$ cat config.mk
export PLATFORM = sky130hd
export DESIGN_NAME = frameBufferTop
export DESIGN_NICKNAME = d
export VERILOG_FILES = /design/src/rtl/spritePkg.sv /design/src/rtl/entityRegs.sv /design/src/rtl/tileLocator.sv /design/src/rtl/entityMatcher.sv /design/src/rtl/spriteRom.sv /design/src/rtl/frameBufferTop.sv
export SDC_FILE = /design/constraint.sdc
export NUM_CORES = 1
export LEC_CHECK = 0
export ABC_CLOCK_PERIOD_IN_PS = 4900
export BUFFER_PORTS_ARGS = -buffer_cell sky130_fd_sc_hd__buf_2
export CAP_MARGIN = 15
export CORE_MARGIN = 4
export CORE_UTILIZATION = 23
export CTS_CLUSTER_SIZE = 40
export DETAILED_ROUTE_END_ITERATION = 8
export GPL_TIMING_DRIVEN = 0
export HOLD_SLACK_MARGIN = 0.12
export PLACE_DENSITY = 0.48
export SYNTH_ARGS = -nofsm -noshare
export SYNTH_HDL_FRONTEND = slang
export SYNTH_HIERARCHICAL = 1
export SYNTH_SLANG_ARGS = --single-unit
$ cat constraint.sdc
create_clock -name clk -period 4.9 [get_ports clk]
set_input_delay 0.245 -clock clk [delete_from_list [all_inputs] [get_ports clk]]
set_output_delay 0.245 -clock clk [all_outputs]
set_load 0.02 [all_outputs]
$ cat src/rtl/spritePkg.sv
package spritePkg;

    // one entity register, packed as the host writes it
    localparam int ENTITY_W = 20;

    // field positions inside an entity word
    localparam int ID_LSB     = 16;
    localparam int ORIENT_LSB = 14;
    localparam int COL_LSB    = 10;
    localparam int ROW_LSB    = 6;
    localparam int MODE_LSB   = 4;
    localparam int LEN_LSB    = 0;

    // sprite id for an unused slot
    localparam logic [3:0] ID_NONE = 4'd15;

    typedef enum logic [1:0] {
        MODE_NORMAL = 2'd0,
        MODE_ARRAY  = 2'd1,
        MODE_FLIP   = 2'd2,
        MODE_OFF    = 2'd3
    } drawMode;

    // id 15, mode off, everything else zero
    localparam logic [ENTITY_W-1:0] ENTITY_RESET = {
        ID_NONE, 2'b00, 4'd0, 4'd0, MODE_OFF, 4'd0
    };

    // screen geometry
    localparam int TILE_SIZE = 8;
    localparam int COORD_W   = 10;

    // AXI response codes
    localparam logic [1:0] RESP_OKAY   = 2'b00;
    localparam logic [1:0] RESP_SLVERR = 2'b10;

endpackage

$ cat src/rtl/entityRegs.sv
`timescale 1ns/1ps

module entityRegs #(
    parameter int unsigned numSlots = 9
) (
    input  logic        clk,
    input  logic        reset,
    input  logic [5:0]  awAddr,
    input  logic        awValid,
    output logic        awReady,
    input  logic [31:0] wData,
    input  logic [3:0]  wStrb,
    input  logic        wValid,
    output logic        wReady,
    output logic [1:0]  bResp,
    output logic        bValid,
    input  logic        bReady,
    input  logic [5:0]  arAddr,
    input  logic        arValid,
    output logic        arReady,
    output logic [31:0] rData,
    output logic [1:0]  rResp,
    output logic        rValid,
    input  logic        rReady,
    output logic [numSlots*spritePkg::ENTITY_W-1:0] entityTable
);
    localparam int EW = spritePkg::ENTITY_W;
    localparam logic [4:0] SLOT_LIMIT = 5'(numSlots);

    logic [EW-1:0] slots [numSlots];
    logic          writeFire;
    logic          readFire;
    logic          writeOk;
    logic          readOk;
    logic [EW-1:0] readWord;

    // word aligned and inside the slot table
    function automatic logic addrOk(input logic [5:0] addr);
        return (addr[1:0] == 2'b00) && ({1'b0, addr[5:2]} < SLOT_LIMIT);
    endfunction

    // byte lanes above the entity width fall away on truncation
    function automatic logic [EW-1:0] mergeBytes(
        input logic [EW-1:0] old,
        input logic [31:0]   data,
        input logic [3:0]    strb
    );
        logic [31:0] merged;
        merged = {{(32-EW){1'b0}}, old};
        for (int b = 0; b < 4; b++) begin
            if (strb[b]) begin
                merged[8*b +: 8] = data[8*b +: 8];
            end
        end
        return merged[EW-1:0];
    endfunction

    assign writeFire = awValid && awReady && wValid && wReady;
    assign readFire  = arValid && arReady;
    assign writeOk   = addrOk(awAddr);
    assign readOk    = addrOk(arAddr);

    // read port is free whenever no read data waits
    assign arReady = !rValid;

    always_comb begin
        readWord = '0;
        for (int i = 0; i < numSlots; i++) begin
            if (arAddr[5:2] == 4'(i)) begin
                readWord = slots[i];
            end
        end
    end

    always_ff @(posedge clk) begin
        if (!reset) begin
            awReady <= 1'b0;
            wReady  <= 1'b0;
            bValid  <= 1'b0;
            rValid  <= 1'b0;
        end else begin
            // single-cycle ready pulse, only with no write response pending
            awReady <= awValid && wValid && !bValid && !awReady;
            wReady  <= awValid && wValid && !bValid && !awReady;
            if (writeFire) begin
                bValid <= 1'b1;
            end else if (bReady) begin
                bValid <= 1'b0;
            end
            if (readFire) begin
                rValid <= 1'b1;
            end else if (rReady) begin
                rValid <= 1'b0;
            end
        end
    end

    always_ff @(posedge clk) begin
        if (writeFire) begin
            bResp <= writeOk ? spritePkg::RESP_OKAY : spritePkg::RESP_SLVERR;
        end
        if (readFire) begin
            rData <= readOk ? {{(32-EW){1'b0}}, readWord} : 32'd0;
            rResp <= readOk ? spritePkg::RESP_OKAY : spritePkg::RESP_SLVERR;
        end
    end

    // slot table, all slots disabled out of reset
    always_ff @(posedge clk) begin
        if (!reset) begin
            for (int i = 0; i < numSlots; i++) begin
                slots[i] <= spritePkg::ENTITY_RESET;
            end
        end else if (writeFire && writeOk) begin
            for (int i = 0; i < numSlots; i++) begin
                if (awAddr[5:2] == 4'(i)) begin
                    slots[i] <= mergeBytes(slots[i], wData, wStrb);
                end
            end
        end
    end

    for (genvar g = 0; g < numSlots; g++) begin : genFlatten
        assign entityTable[g*EW +: EW] = slots[g];
    end

endmodule

$ cat src/rtl/tileLocator.sv
`timescale 1ns/1ps

module tileLocator #(
    parameter int unsigned upscale = 5,
    parameter int unsigned hTiles  = 16,
    parameter int unsigned vTiles  = 12
) (
    input  logic                          clk,
    input  logic                          reset,
    input  logic [spritePkg::COORD_W-1:0] pixelH,
    input  logic [spritePkg::COORD_W-1:0] pixelV,
    input  logic                          pixelValid,
    output logic                          locValid,
    output logic [3:0]                    tileCol,
    output logic [3:0]                    tileRow,
    output logic [2:0]                    spriteRow,
    output logic [2:0]                    spriteCol,
    output logic                          onScreen
);
    localparam int CW = spritePkg::COORD_W;

    // screen pixels covered by one tile side
    localparam int TILE_PIX = upscale * spritePkg::TILE_SIZE;
    localparam logic [CW-1:0] TILE_DIV  = CW'(TILE_PIX);
    localparam logic [CW-1:0] SCALE_DIV = CW'(upscale);
    localparam logic [CW-1:0] H_LIMIT   = CW'(hTiles * TILE_PIX);
    localparam logic [CW-1:0] V_LIMIT   = CW'(vTiles * TILE_PIX);

    logic [CW-1:0] hTile;
    logic [CW-1:0] vTile;
    logic [CW-1:0] hSub;
    logic [CW-1:0] vSub;

    // constant divisors, so these fold into fixed arithmetic
    assign hTile = pixelH / TILE_DIV;
    assign vTile = pixelV / TILE_DIV;
    assign hSub  = pixelH / SCALE_DIV;
    assign vSub  = pixelV / SCALE_DIV;

    always_ff @(posedge clk) begin
        if (!reset) begin
            locValid <= 1'b0;
        end else begin
            locValid <= pixelValid;
        end
    end

    always_ff @(posedge clk) begin
        tileCol   <= hTile[3:0];
        tileRow   <= vTile[3:0];
        // sprite pixel index within the tile
        spriteCol <= 3'(hSub % CW'(spritePkg::TILE_SIZE));
        spriteRow <= 3'(vSub % CW'(spritePkg::TILE_SIZE));
        onScreen  <= (pixelH < H_LIMIT) && (pixelV < V_LIMIT);
    end

endmodule

$ cat src/rtl/entityMatcher.sv
`timescale 1ns/1ps

module entityMatcher #(
    parameter int unsigned numSlots = 9
) (
    input  logic                                   clk,
    input  logic                                   reset,
    input  logic [numSlots*spritePkg::ENTITY_W-1:0] entityTable,
    input  logic                                   locValid,
    input  logic [3:0]                             tileCol,
    input  logic [3:0]                             tileRow,
    input  logic [2:0]                             spriteRow,
    input  logic [2:0]                             spriteCol,
    input  logic                                   onScreen,
    output logic                                   fetchValid,
    output logic                                   hit,
    output logic [3:0]                             spriteId,
    output logic [1:0]                             orientation,
    output logic [2:0]                             lineIndex,
    output logic [2:0]                             columnIndex
);
    localparam int EW = spritePkg::ENTITY_W;

    logic [numSlots-1:0] slotHit;
    logic                anyHit;
    logic [EW-1:0]       winEntity;
    spritePkg::drawMode  winMode;
    logic [2:0]          winLine;

    // all slots compared at once
    for (genvar g = 0; g < numSlots; g++) begin : genSlot
        logic [EW-1:0]      entity;
        spritePkg::drawMode mode;
        logic [3:0]         id;
        logic [3:0]         col;
        logic [3:0]         row;
        logic [4:0]         lastCol;
        logic               active;

        assign entity = entityTable[g*EW +: EW];
        assign mode   = spritePkg::drawMode'(entity[spritePkg::MODE_LSB +: 2]);
        assign id     = entity[spritePkg::ID_LSB +: 4];
        assign col    = entity[spritePkg::COL_LSB +: 4];
        assign row    = entity[spritePkg::ROW_LSB +: 4];
        assign active = (id != spritePkg::ID_NONE) && (mode != spritePkg::MODE_OFF);

        // five bits so an array near the right edge cannot wrap
        assign lastCol = {1'b0, col} + ((mode == spritePkg::MODE_ARRAY) ?
                         {1'b0, entity[spritePkg::LEN_LSB +: 4]} : 5'd0);

        assign slotHit[g] = active && (tileRow == row) && (tileCol >= col)
                            && ({1'b0, tileCol} <= lastCol);
    end

    // walk down so the lowest slot number is left standing
    always_comb begin
        anyHit    = 1'b0;
        winEntity = spritePkg::ENTITY_RESET;
        for (int i = numSlots - 1; i >= 0; i--) begin
            if (slotHit[i]) begin
                anyHit    = 1'b1;
                winEntity = entityTable[i*EW +: EW];
            end
        end
    end

    assign winMode = spritePkg::drawMode'(winEntity[spritePkg::MODE_LSB +: 2]);

    // vertical mirror for flip mode
    assign winLine = (winMode == spritePkg::MODE_FLIP) ? (3'd7 - spriteRow) : spriteRow;

    always_ff @(posedge clk) begin
        if (!reset) begin
            fetchValid <= 1'b0;
        end else begin
            fetchValid <= locValid;
        end
    end

    always_ff @(posedge clk) begin
        // truncated tile numbers off screen must never match
        hit         <= anyHit && onScreen;
        spriteId    <= winEntity[spritePkg::ID_LSB +: 4];
        orientation <= winEntity[spritePkg::ORIENT_LSB +: 2];
        lineIndex   <= winLine;
        columnIndex <= spriteCol;
    end

endmodule

$ cat src/rtl/spriteRom.sv
`timescale 1ns/1ps

module spriteRom (
    input  logic       clk,
    input  logic       reset,
    input  logic       fetchValid,
    input  logic       hit,
    input  logic [3:0] spriteId,
    input  logic [1:0] orientation,
    input  logic [2:0] lineIndex,
    input  logic [2:0] columnIndex,
    output logic       colour,
    output logic       colourValid
);
    logic [7:0] rowData;
    logic [7:0] rowReg;
    logic [2:0] colReg;
    logic       hitReg;

    // base pattern, (s*16 + r*29) ^ 0x5A in 8 bits
    function automatic logic [7:0] baseRow(input logic [3:0] s, input logic [2:0] r);
        logic [7:0] sum;
        sum = {s, 4'b0000} + (8'(r) * 8'd29);
        return sum ^ 8'h5A;
    endfunction

    function automatic logic [7:0] lookup(
        input logic [3:0] s,
        input logic [1:0] orient,
        input logic [2:0] r
    );
        logic [2:0] line;
        logic [7:0] raw;
        logic [7:0] result;
        // bit 1 flips vertically, bit 0 mirrors the row
        line = orient[1] ? (3'd7 - r) : r;
        raw  = baseRow(s, line);
        for (int b = 0; b < 8; b++) begin
            result[b] = orient[0] ? raw[7-b] : raw[b];
        end
        return result;
    endfunction

    assign rowData = lookup(spriteId, orientation, lineIndex);

    always_ff @(posedge clk) begin
        if (!reset) begin
            colourValid <= 1'b0;
            hitReg      <= 1'b0;
        end else begin
            colourValid <= fetchValid;
            hitReg      <= hit;
        end
    end

    always_ff @(posedge clk) begin
        rowReg <= rowData;
        colReg <= columnIndex;
    end

    // no hit means background, which is black
    assign colour = hitReg && rowReg[colReg];

endmodule

$ cat src/rtl/frameBufferTop.sv
`timescale 1ns/1ps

module frameBufferTop #(
    parameter int unsigned numSlots = 9,
    parameter int unsigned upscale  = 5,
    parameter int unsigned hTiles   = 16,
    parameter int unsigned vTiles   = 12
) (
    input  logic                          clk,
    input  logic                          reset,
    input  logic [5:0]                    awAddr,
    input  logic                          awValid,
    output logic                          awReady,
    input  logic [31:0]                   wData,
    input  logic [3:0]                    wStrb,
    input  logic                          wValid,
    output logic                          wReady,
    output logic [1:0]                    bResp,
    output logic                          bValid,
    input  logic                          bReady,
    input  logic [5:0]                    arAddr,
    input  logic                          arValid,
    output logic                          arReady,
    output logic [31:0]                   rData,
    output logic [1:0]                    rResp,
    output logic                          rValid,
    input  logic                          rReady,
    input  logic [spritePkg::COORD_W-1:0] pixelH,
    input  logic [spritePkg::COORD_W-1:0] pixelV,
    input  logic                          pixelValid,
    output logic                          colour,
    output logic                          colourValid
);
    logic [numSlots*spritePkg::ENTITY_W-1:0] entityTable;

    // stage 1 to stage 2
    logic       locValid;
    logic [3:0] tileCol;
    logic [3:0] tileRow;
    logic [2:0] spriteRow;
    logic [2:0] spriteCol;
    logic       onScreen;

    // stage 2 to stage 3
    logic       fetchValid;
    logic       hit;
    logic [3:0] spriteId;
    logic [1:0] orientation;
    logic [2:0] lineIndex;
    logic [2:0] columnIndex;

    entityRegs #(.numSlots(numSlots)) i_entityRegs (
        .clk(clk), .reset(reset),
        .awAddr(awAddr), .awValid(awValid), .awReady(awReady),
        .wData(wData), .wStrb(wStrb), .wValid(wValid), .wReady(wReady),
        .bResp(bResp), .bValid(bValid), .bReady(bReady),
        .arAddr(arAddr), .arValid(arValid), .arReady(arReady),
        .rData(rData), .rResp(rResp), .rValid(rValid), .rReady(rReady),
        .entityTable(entityTable)
    );

    tileLocator #(.upscale(upscale), .hTiles(hTiles), .vTiles(vTiles)) i_tileLocator (
        .clk(clk), .reset(reset),
        .pixelH(pixelH), .pixelV(pixelV), .pixelValid(pixelValid),
        .locValid(locValid), .tileCol(tileCol), .tileRow(tileRow),
        .spriteRow(spriteRow), .spriteCol(spriteCol), .onScreen(onScreen)
    );

    entityMatcher #(.numSlots(numSlots)) i_entityMatcher (
        .clk(clk), .reset(reset), .entityTable(entityTable),
        .locValid(locValid), .tileCol(tileCol), .tileRow(tileRow),
        .spriteRow(spriteRow), .spriteCol(spriteCol), .onScreen(onScreen),
        .fetchValid(fetchValid), .hit(hit), .spriteId(spriteId),
        .orientation(orientation), .lineIndex(lineIndex), .columnIndex(columnIndex)
    );

    spriteRom i_spriteRom (
        .clk(clk), .reset(reset),
        .fetchValid(fetchValid), .hit(hit), .spriteId(spriteId),
        .orientation(orientation), .lineIndex(lineIndex), .columnIndex(columnIndex),
        .colour(colour), .colourValid(colourValid)
    );

endmodule

=== Yosys cells after proc, flatten, opt, wreduce, memory -nomap -nowiden ===
Memory sizes are Yosys's and may differ from the RTL's.
Cells that the tools add are included.

* Add/sub/neg operators: 12
* $mul: 1
* Div/mod/pow operators: 4
* Order comparisons: 23
* Equal/unequal tests: 53
* Mux-type cells: 208
* Bitwise operators: 10
* Reduce and logical (&&, ||, !) cells: 58

{| class="wikitable"
|+ Operator list
! cell !! number
|-
| $mux 8 || 72
|-
| $mux 20 || 27
|-
| $mux 4 || 45
|-
| $mux 1 || 59
|-
| $logic_and 1x1->1 || 49
|-
| $add 4x5->5 || 9
|-
| $le 4x5->1 || 9
|-
| $eq 4x4->1 || 9
|-
| $ge 4x4->1 || 9
|-
| $ne 4x4->1 const B || 9
|-
| $eq 4x3->1 const B || 8
|-
| $div 10x3->10 const B || 2
|-
| $div 10x6->10 const B || 2
|-
| $eq 2x1->1 const B || 9
|-
| $ne 2x2->1 const B || 9
|-
| $eq 4x2->1 const B || 4
|-
| $lt 10x10->1 const B || 1
|-
| $lt 10x9->1 const B || 1
|-
| $or 1x1->1 || 9
|-
| $add 8x8->8 || 1
|-
| $eq 4x1->1 const B || 2
|-
| $eq 4x4->1 const B || 2
|-
| $logic_not 4->1 || 2
|-
| $lt 4x4->1 const B || 2
|-
| other kinds (11) || 18
|}

* Register bits: 82
* RAM bits: 180
* Output and inout port bits: 43
* Logic and storage cells: 393
* Memories: 1

{| class="wikitable"
|+ Memories
! memory !! depth !! width !! rd ports !! clocked after Yosys merged registers in !! wr ports !! RTL line !! text
|-
| i_entityRegs.slots || 9 || 20 || 9 || 0 || 9 || entityRegs.sv:30 || <nowiki>logic [EW-1:0] slots [numSlots];</nowiki>
|}

=== Longest topological paths before layout ===
An unclocked memory read counts as a cell.

* Depth in word-level cells: 17
* Gate-level depth with buffers: 17
* Depth with buffers taken out: 16

=== By module ===
The synthesis kept the hierarchy.

{| class="wikitable"
|+ By module, submodules not included
! module !! instances !! cells each !! area an instance (µm²) !! seq. area each (µm²)
|-
| entityRegs || 1 || 601 || 8523.2 || 6125.9
|-
| entityMatcher || 1 || 554 || 4585.6 || 280.3
|-
| tileLocator || 1 || 379 || 2651.3 || 320.3
|-
| spriteRom || 1 || 72 || 763.2 || 260.2
|}

=== Worst setup path after synthesis ===
OpenSTA, ideal clock, no wires.

* Path kind: reg-to-reg
* From: mem i_entityRegs/slots[0][24] (netlist bit)
* To: reg i_entityMatcher.spriteId[3]
* Setup time: 0.117 ns
* Arrival: 3.331 ns
* Required time: 4.783 ns
* Slack: 1.452 ns
* Cell stages (with the launch flop): 17
* Period minus slack after synthesis: 3.448 ns
* Cell sequence: edfxtp_1 -> nor2b_1 -> and2_1 -> ha_1 -> fa_1 -> xnor2_1 -> ha_1 -> a41oi_1 -> o21ai_0 -> a21o_1 -> and3_1 -> clkbuf_1 -> or3_1 -> clkbuf_1 -> a221oi_1 -> o31ai_1 -> a2bb2oi_1

{| class="wikitable"
|+ RTL lines
! item !! RTL line !! text
|-
| from (decl) || entityRegs.sv:30 ||
|-
| to (signal assigned) || entityMatcher.sv:83 || <nowiki>spriteId <= winEntity[spritePkg::ID_LSB +: 4];</nowiki>
|-
| to (decl) || entityMatcher.sv:17 || <nowiki>output logic [3:0] spriteId,</nowiki>
|}

==> metrics.cfg <==
[status]
status = completed

[route]
firstDrtPassIters = 6
vias = 13603
via_per_inst = 4.94
finalWirelength_um = 57400
drc_errors = 0
ant_nets = 0
drt_iter0_markers = 1219
post_drt_wl_per_cell_um = 20.9

[timing]
fin_crit_sh_pct = 89.7
clock_skew_ns = 0.0362
worst_hold_slack_ns = 0.139
setup_viol = 0
hold_viol = 0
slew_viol_final = 0
setup_tns_ns = 0
tightest_slew_ns = 1.14
max_freq_mhz = 228
rsz0062_at_grt = false
final.min_clock_period_ns = 4.39
relSlewSlack_pct = 23.7

[clock_tree]
clk_latency_ns = 0.58
ctsHoldBuffers = 17
h-tree-depth = 1
clk_pin_slew_worst_paths_ns = 0.06
numCtsBuffers = 28
cts_tree = done
post-cts-setup-buffers = 0
cts_root_buf = clkbuf_16
cts-resized-gates = 0
clock_path_buffers = 3
clkSinkCount = 248

[setup_path]
rrSetupSlack_ns = 0.51
cpMostUsedCell = inv_1
crit_chain = inv_1 > nor2_1 > nand2_1 > inv_1 > ha_1 > a21o_1 > a21oi_1 > xor2_1 > ha_1 > a41o_1 > a221o_1 > o211ai_4 > clkbuf_1 > inv_1 > o31ai_1 > a21boi_0 > o221ai_1
crit_fanout = 10
slowest_delay_ns = 0.46
path_class = register to register
critPathLaunchType = register
worst-path-stages = 17
worstPathArrival_ns = 4.86
crit_family = compound AO/OA/AOI/OAI gates
reg2reg_from = i_entityRegs/slots[0][124]$_SDFFCE_PN1P_
path_buf_inv = 4
cp-end-kind = register
worstPathRequired_ns = 5.36
worstRegToRegCells = 17
worstSetupEndpoint = i_entityMatcher/spriteId[2]$_DFF_P_
rr_endpoint = i_entityMatcher/spriteId[2]$_DFF_P_
cpMaxStageDelayCell = clkbuf_1
cp-startpoint = i_entityRegs/slots[0][124]$_SDFFCE_PN1P_

[placement]
place_area_um2 = 18400
numPortBuffers = 90
dp_hpwl_um = 44800
placed_cells = 2677
place.gp.congestion = 0.884

[grt]
grt_use_total_pct = 14.3
grt_max_degree = 19
grt_pass1_wl_um = 85000
grt_overflow = 0
grt_pass1_vias = 13415
antenna_found_initial = 7

[cells_and_area]
drive_gt1_share_pct = 15.8
fin_area_um2 = 19600
utilization_pct = 27.4
syn_to_final_growth_pct = 18.4
instances_no_fill = 2751
layout.nets = 1986

[synthesis]
seq_area_frac_synth_pct = 42.3
synth-seq-cells = 248
netlist.area_leader.share_pct = 36.7
ys_async_sr_fraction_pct = 0
syn-cell-area_um2 = 16500
avgSynthCellArea_um2 = 10.3
synth.area.top_cells = edfxtp_1, ha_1, dfxtp_1, o21ai_0, a21oi_1
yosysTopAreaCell = edfxtp_1
synth_top_cells_by_count = edfxtp_1, ha_1, o21ai_0
synth_edf_count = 202
syn-instance-count = 1606
synth_top_flop_cell = edfxtp_1
yosysUniqueCellTypes = 111
ys_warn_count = 6
yosysMostFrequentCell = edfxtp_1

[die]
core_um2 = 71400
fp.dieArea_um2 = 76200
io_pins = 119
die_w_um = 276
fp.dieH_um = 276
start_util_pct = 23.2
core.rowCount = 98

[flow_run]
max_cap_violations = 0

[pwr]
peakVddDrop_mv = 0.236
p_leak_nw = 7.73
power_density_nw_per_um2 = 306

[worst_hold_path]
hold_depth = 3
min_path_type = input port to register

## placed cells by master, fill, tap and decap left out, types with 14 or more instances in the layout
master / n
a211oi_1: 17
a21o_1: 17
a21oi_1: 88
a221oi_1: 17
a22oi_1: 26
a31oi_1: 15
and2_1: 41
and3_1: 17
buf_2: 133
buf_4: 32
buf_6: 15
clkbuf_1: 27
clkbuf_16: 31
conb_1: 14
dfxtp_1: 45
dlygate4sd3_1: 17
edfxtp_1: 202
fa_1: 14
ha_1: 121
inv_1: 113
mux2i_1: 22
nand2_1: 68
nand2b_1: 29
nand3_1: 14
nor2_1: 103
nor2b_1: 47
nor3_1: 20
o21ai_0: 112
o21ai_1: 15
o221ai_1: 33
xnor2_1: 29
xor2_1: 41
## sequential cells by signal, summed over array words and instances (netlist names), 2 cells and up
signal and count:
i_tileLocator/tileCol 4, i_entityRegs/slots 180, i_entityMatcher/spriteId 4, i_spriteRom/rowReg 8
i_spriteRom/colReg 3, i_tileLocator/spriteRow 3, i_entityMatcher/orientation 2, i_entityMatcher/columnIndex 3
i_tileLocator/spriteCol 3, i_entityRegs/rData 20, i_tileLocator/tileRow 4, i_entityMatcher/lineIndex 3
## cell type report
type                    instances  area [um2]
fillers                      7573       51800
multi-input cells            1151        8520
flip-flops and latches        248        6990
well taps                     950        1190
repair buffers                126         786
clock buffers                  31         776
plain buffers                 105         638
inverters                     115         432
clock inverters                21         221
diodes                          4        10.0
## cells by family after synthesis
kind of cell	count (synthesis)	synth area share, %
AO/OA/AOI/OAI	483	20.6
AND/OR/NAND/NOR	417	13.8
flip-flops	248	42.3
buffers and inverters	220	6.47
adder cells (fa/ha/maj)	139	11.1
XOR/XNOR	71	3.81
multiplexers	27	1.92
other	1	0.0227
## metrics by stage
step | total power, mW | worst slack [ns]
after floorplan | 3.34 | 1.45
final | 5.98 | 0.506
after global routing | 6.28 | 0.270
after global placement | 3.69 | 0.650
after CTS | 6.04 | 0.513
after detailed placement | 3.73 | 0.597
## metal layers
layer | wire length [um] | up-vias | global-route usage [%]
met5 | 21 | - | 0
met4 | 1210 | 4 | 3.52
met3 | 4670 | 87 | 2.62
met2 | 26300 | 581 | 23.5
met1 | 25300 | 6606 | 19.6
li1 | - | 6325 | -
## how the worst min path moves through the flow
| stage | from | to |
|---|---|---|
| 5_1_grt | reset | i_entityRegs/bValid$_SDFFE_PN0P_ |
| 2_1_floorplan | i_tileLocator/spriteCol[0]$_DFF_P_ | i_entityMatcher/columnIndex[0]$_DFF_P_ |
| 3_5_place_dp | i_tileLocator/spriteCol[0]$_DFF_P_ | i_entityMatcher/columnIndex[0]$_DFF_P_ |
| 3_3_place_gp | i_tileLocator/spriteCol[0]$_DFF_P_ | i_entityMatcher/columnIndex[0]$_DFF_P_ |
| 6_report | awValid | i_entityRegs/bValid$_SDFFE_PN0P_ |
| 4_1_cts | pixelH[8] | i_tileLocator/tileCol[1]$_DFF_P_ |
## worst min-delay path, stage by stage
cell	delay, ns
buf_2	0.11
nand3_1	0.18
a21boi_0	0.11
## where the power goes
| part | total [mW] | internal [mW] | switching, mW |
|---|---|---|---|
| logic | 1.24 | 0.505 | 0.733 |
| clock network | 2.26 | 1.31 | 0.943 |
| registers | 2.49 | 2.40 | 0.0856 |
Note: power is estimated with default switching activity, not from simulation.
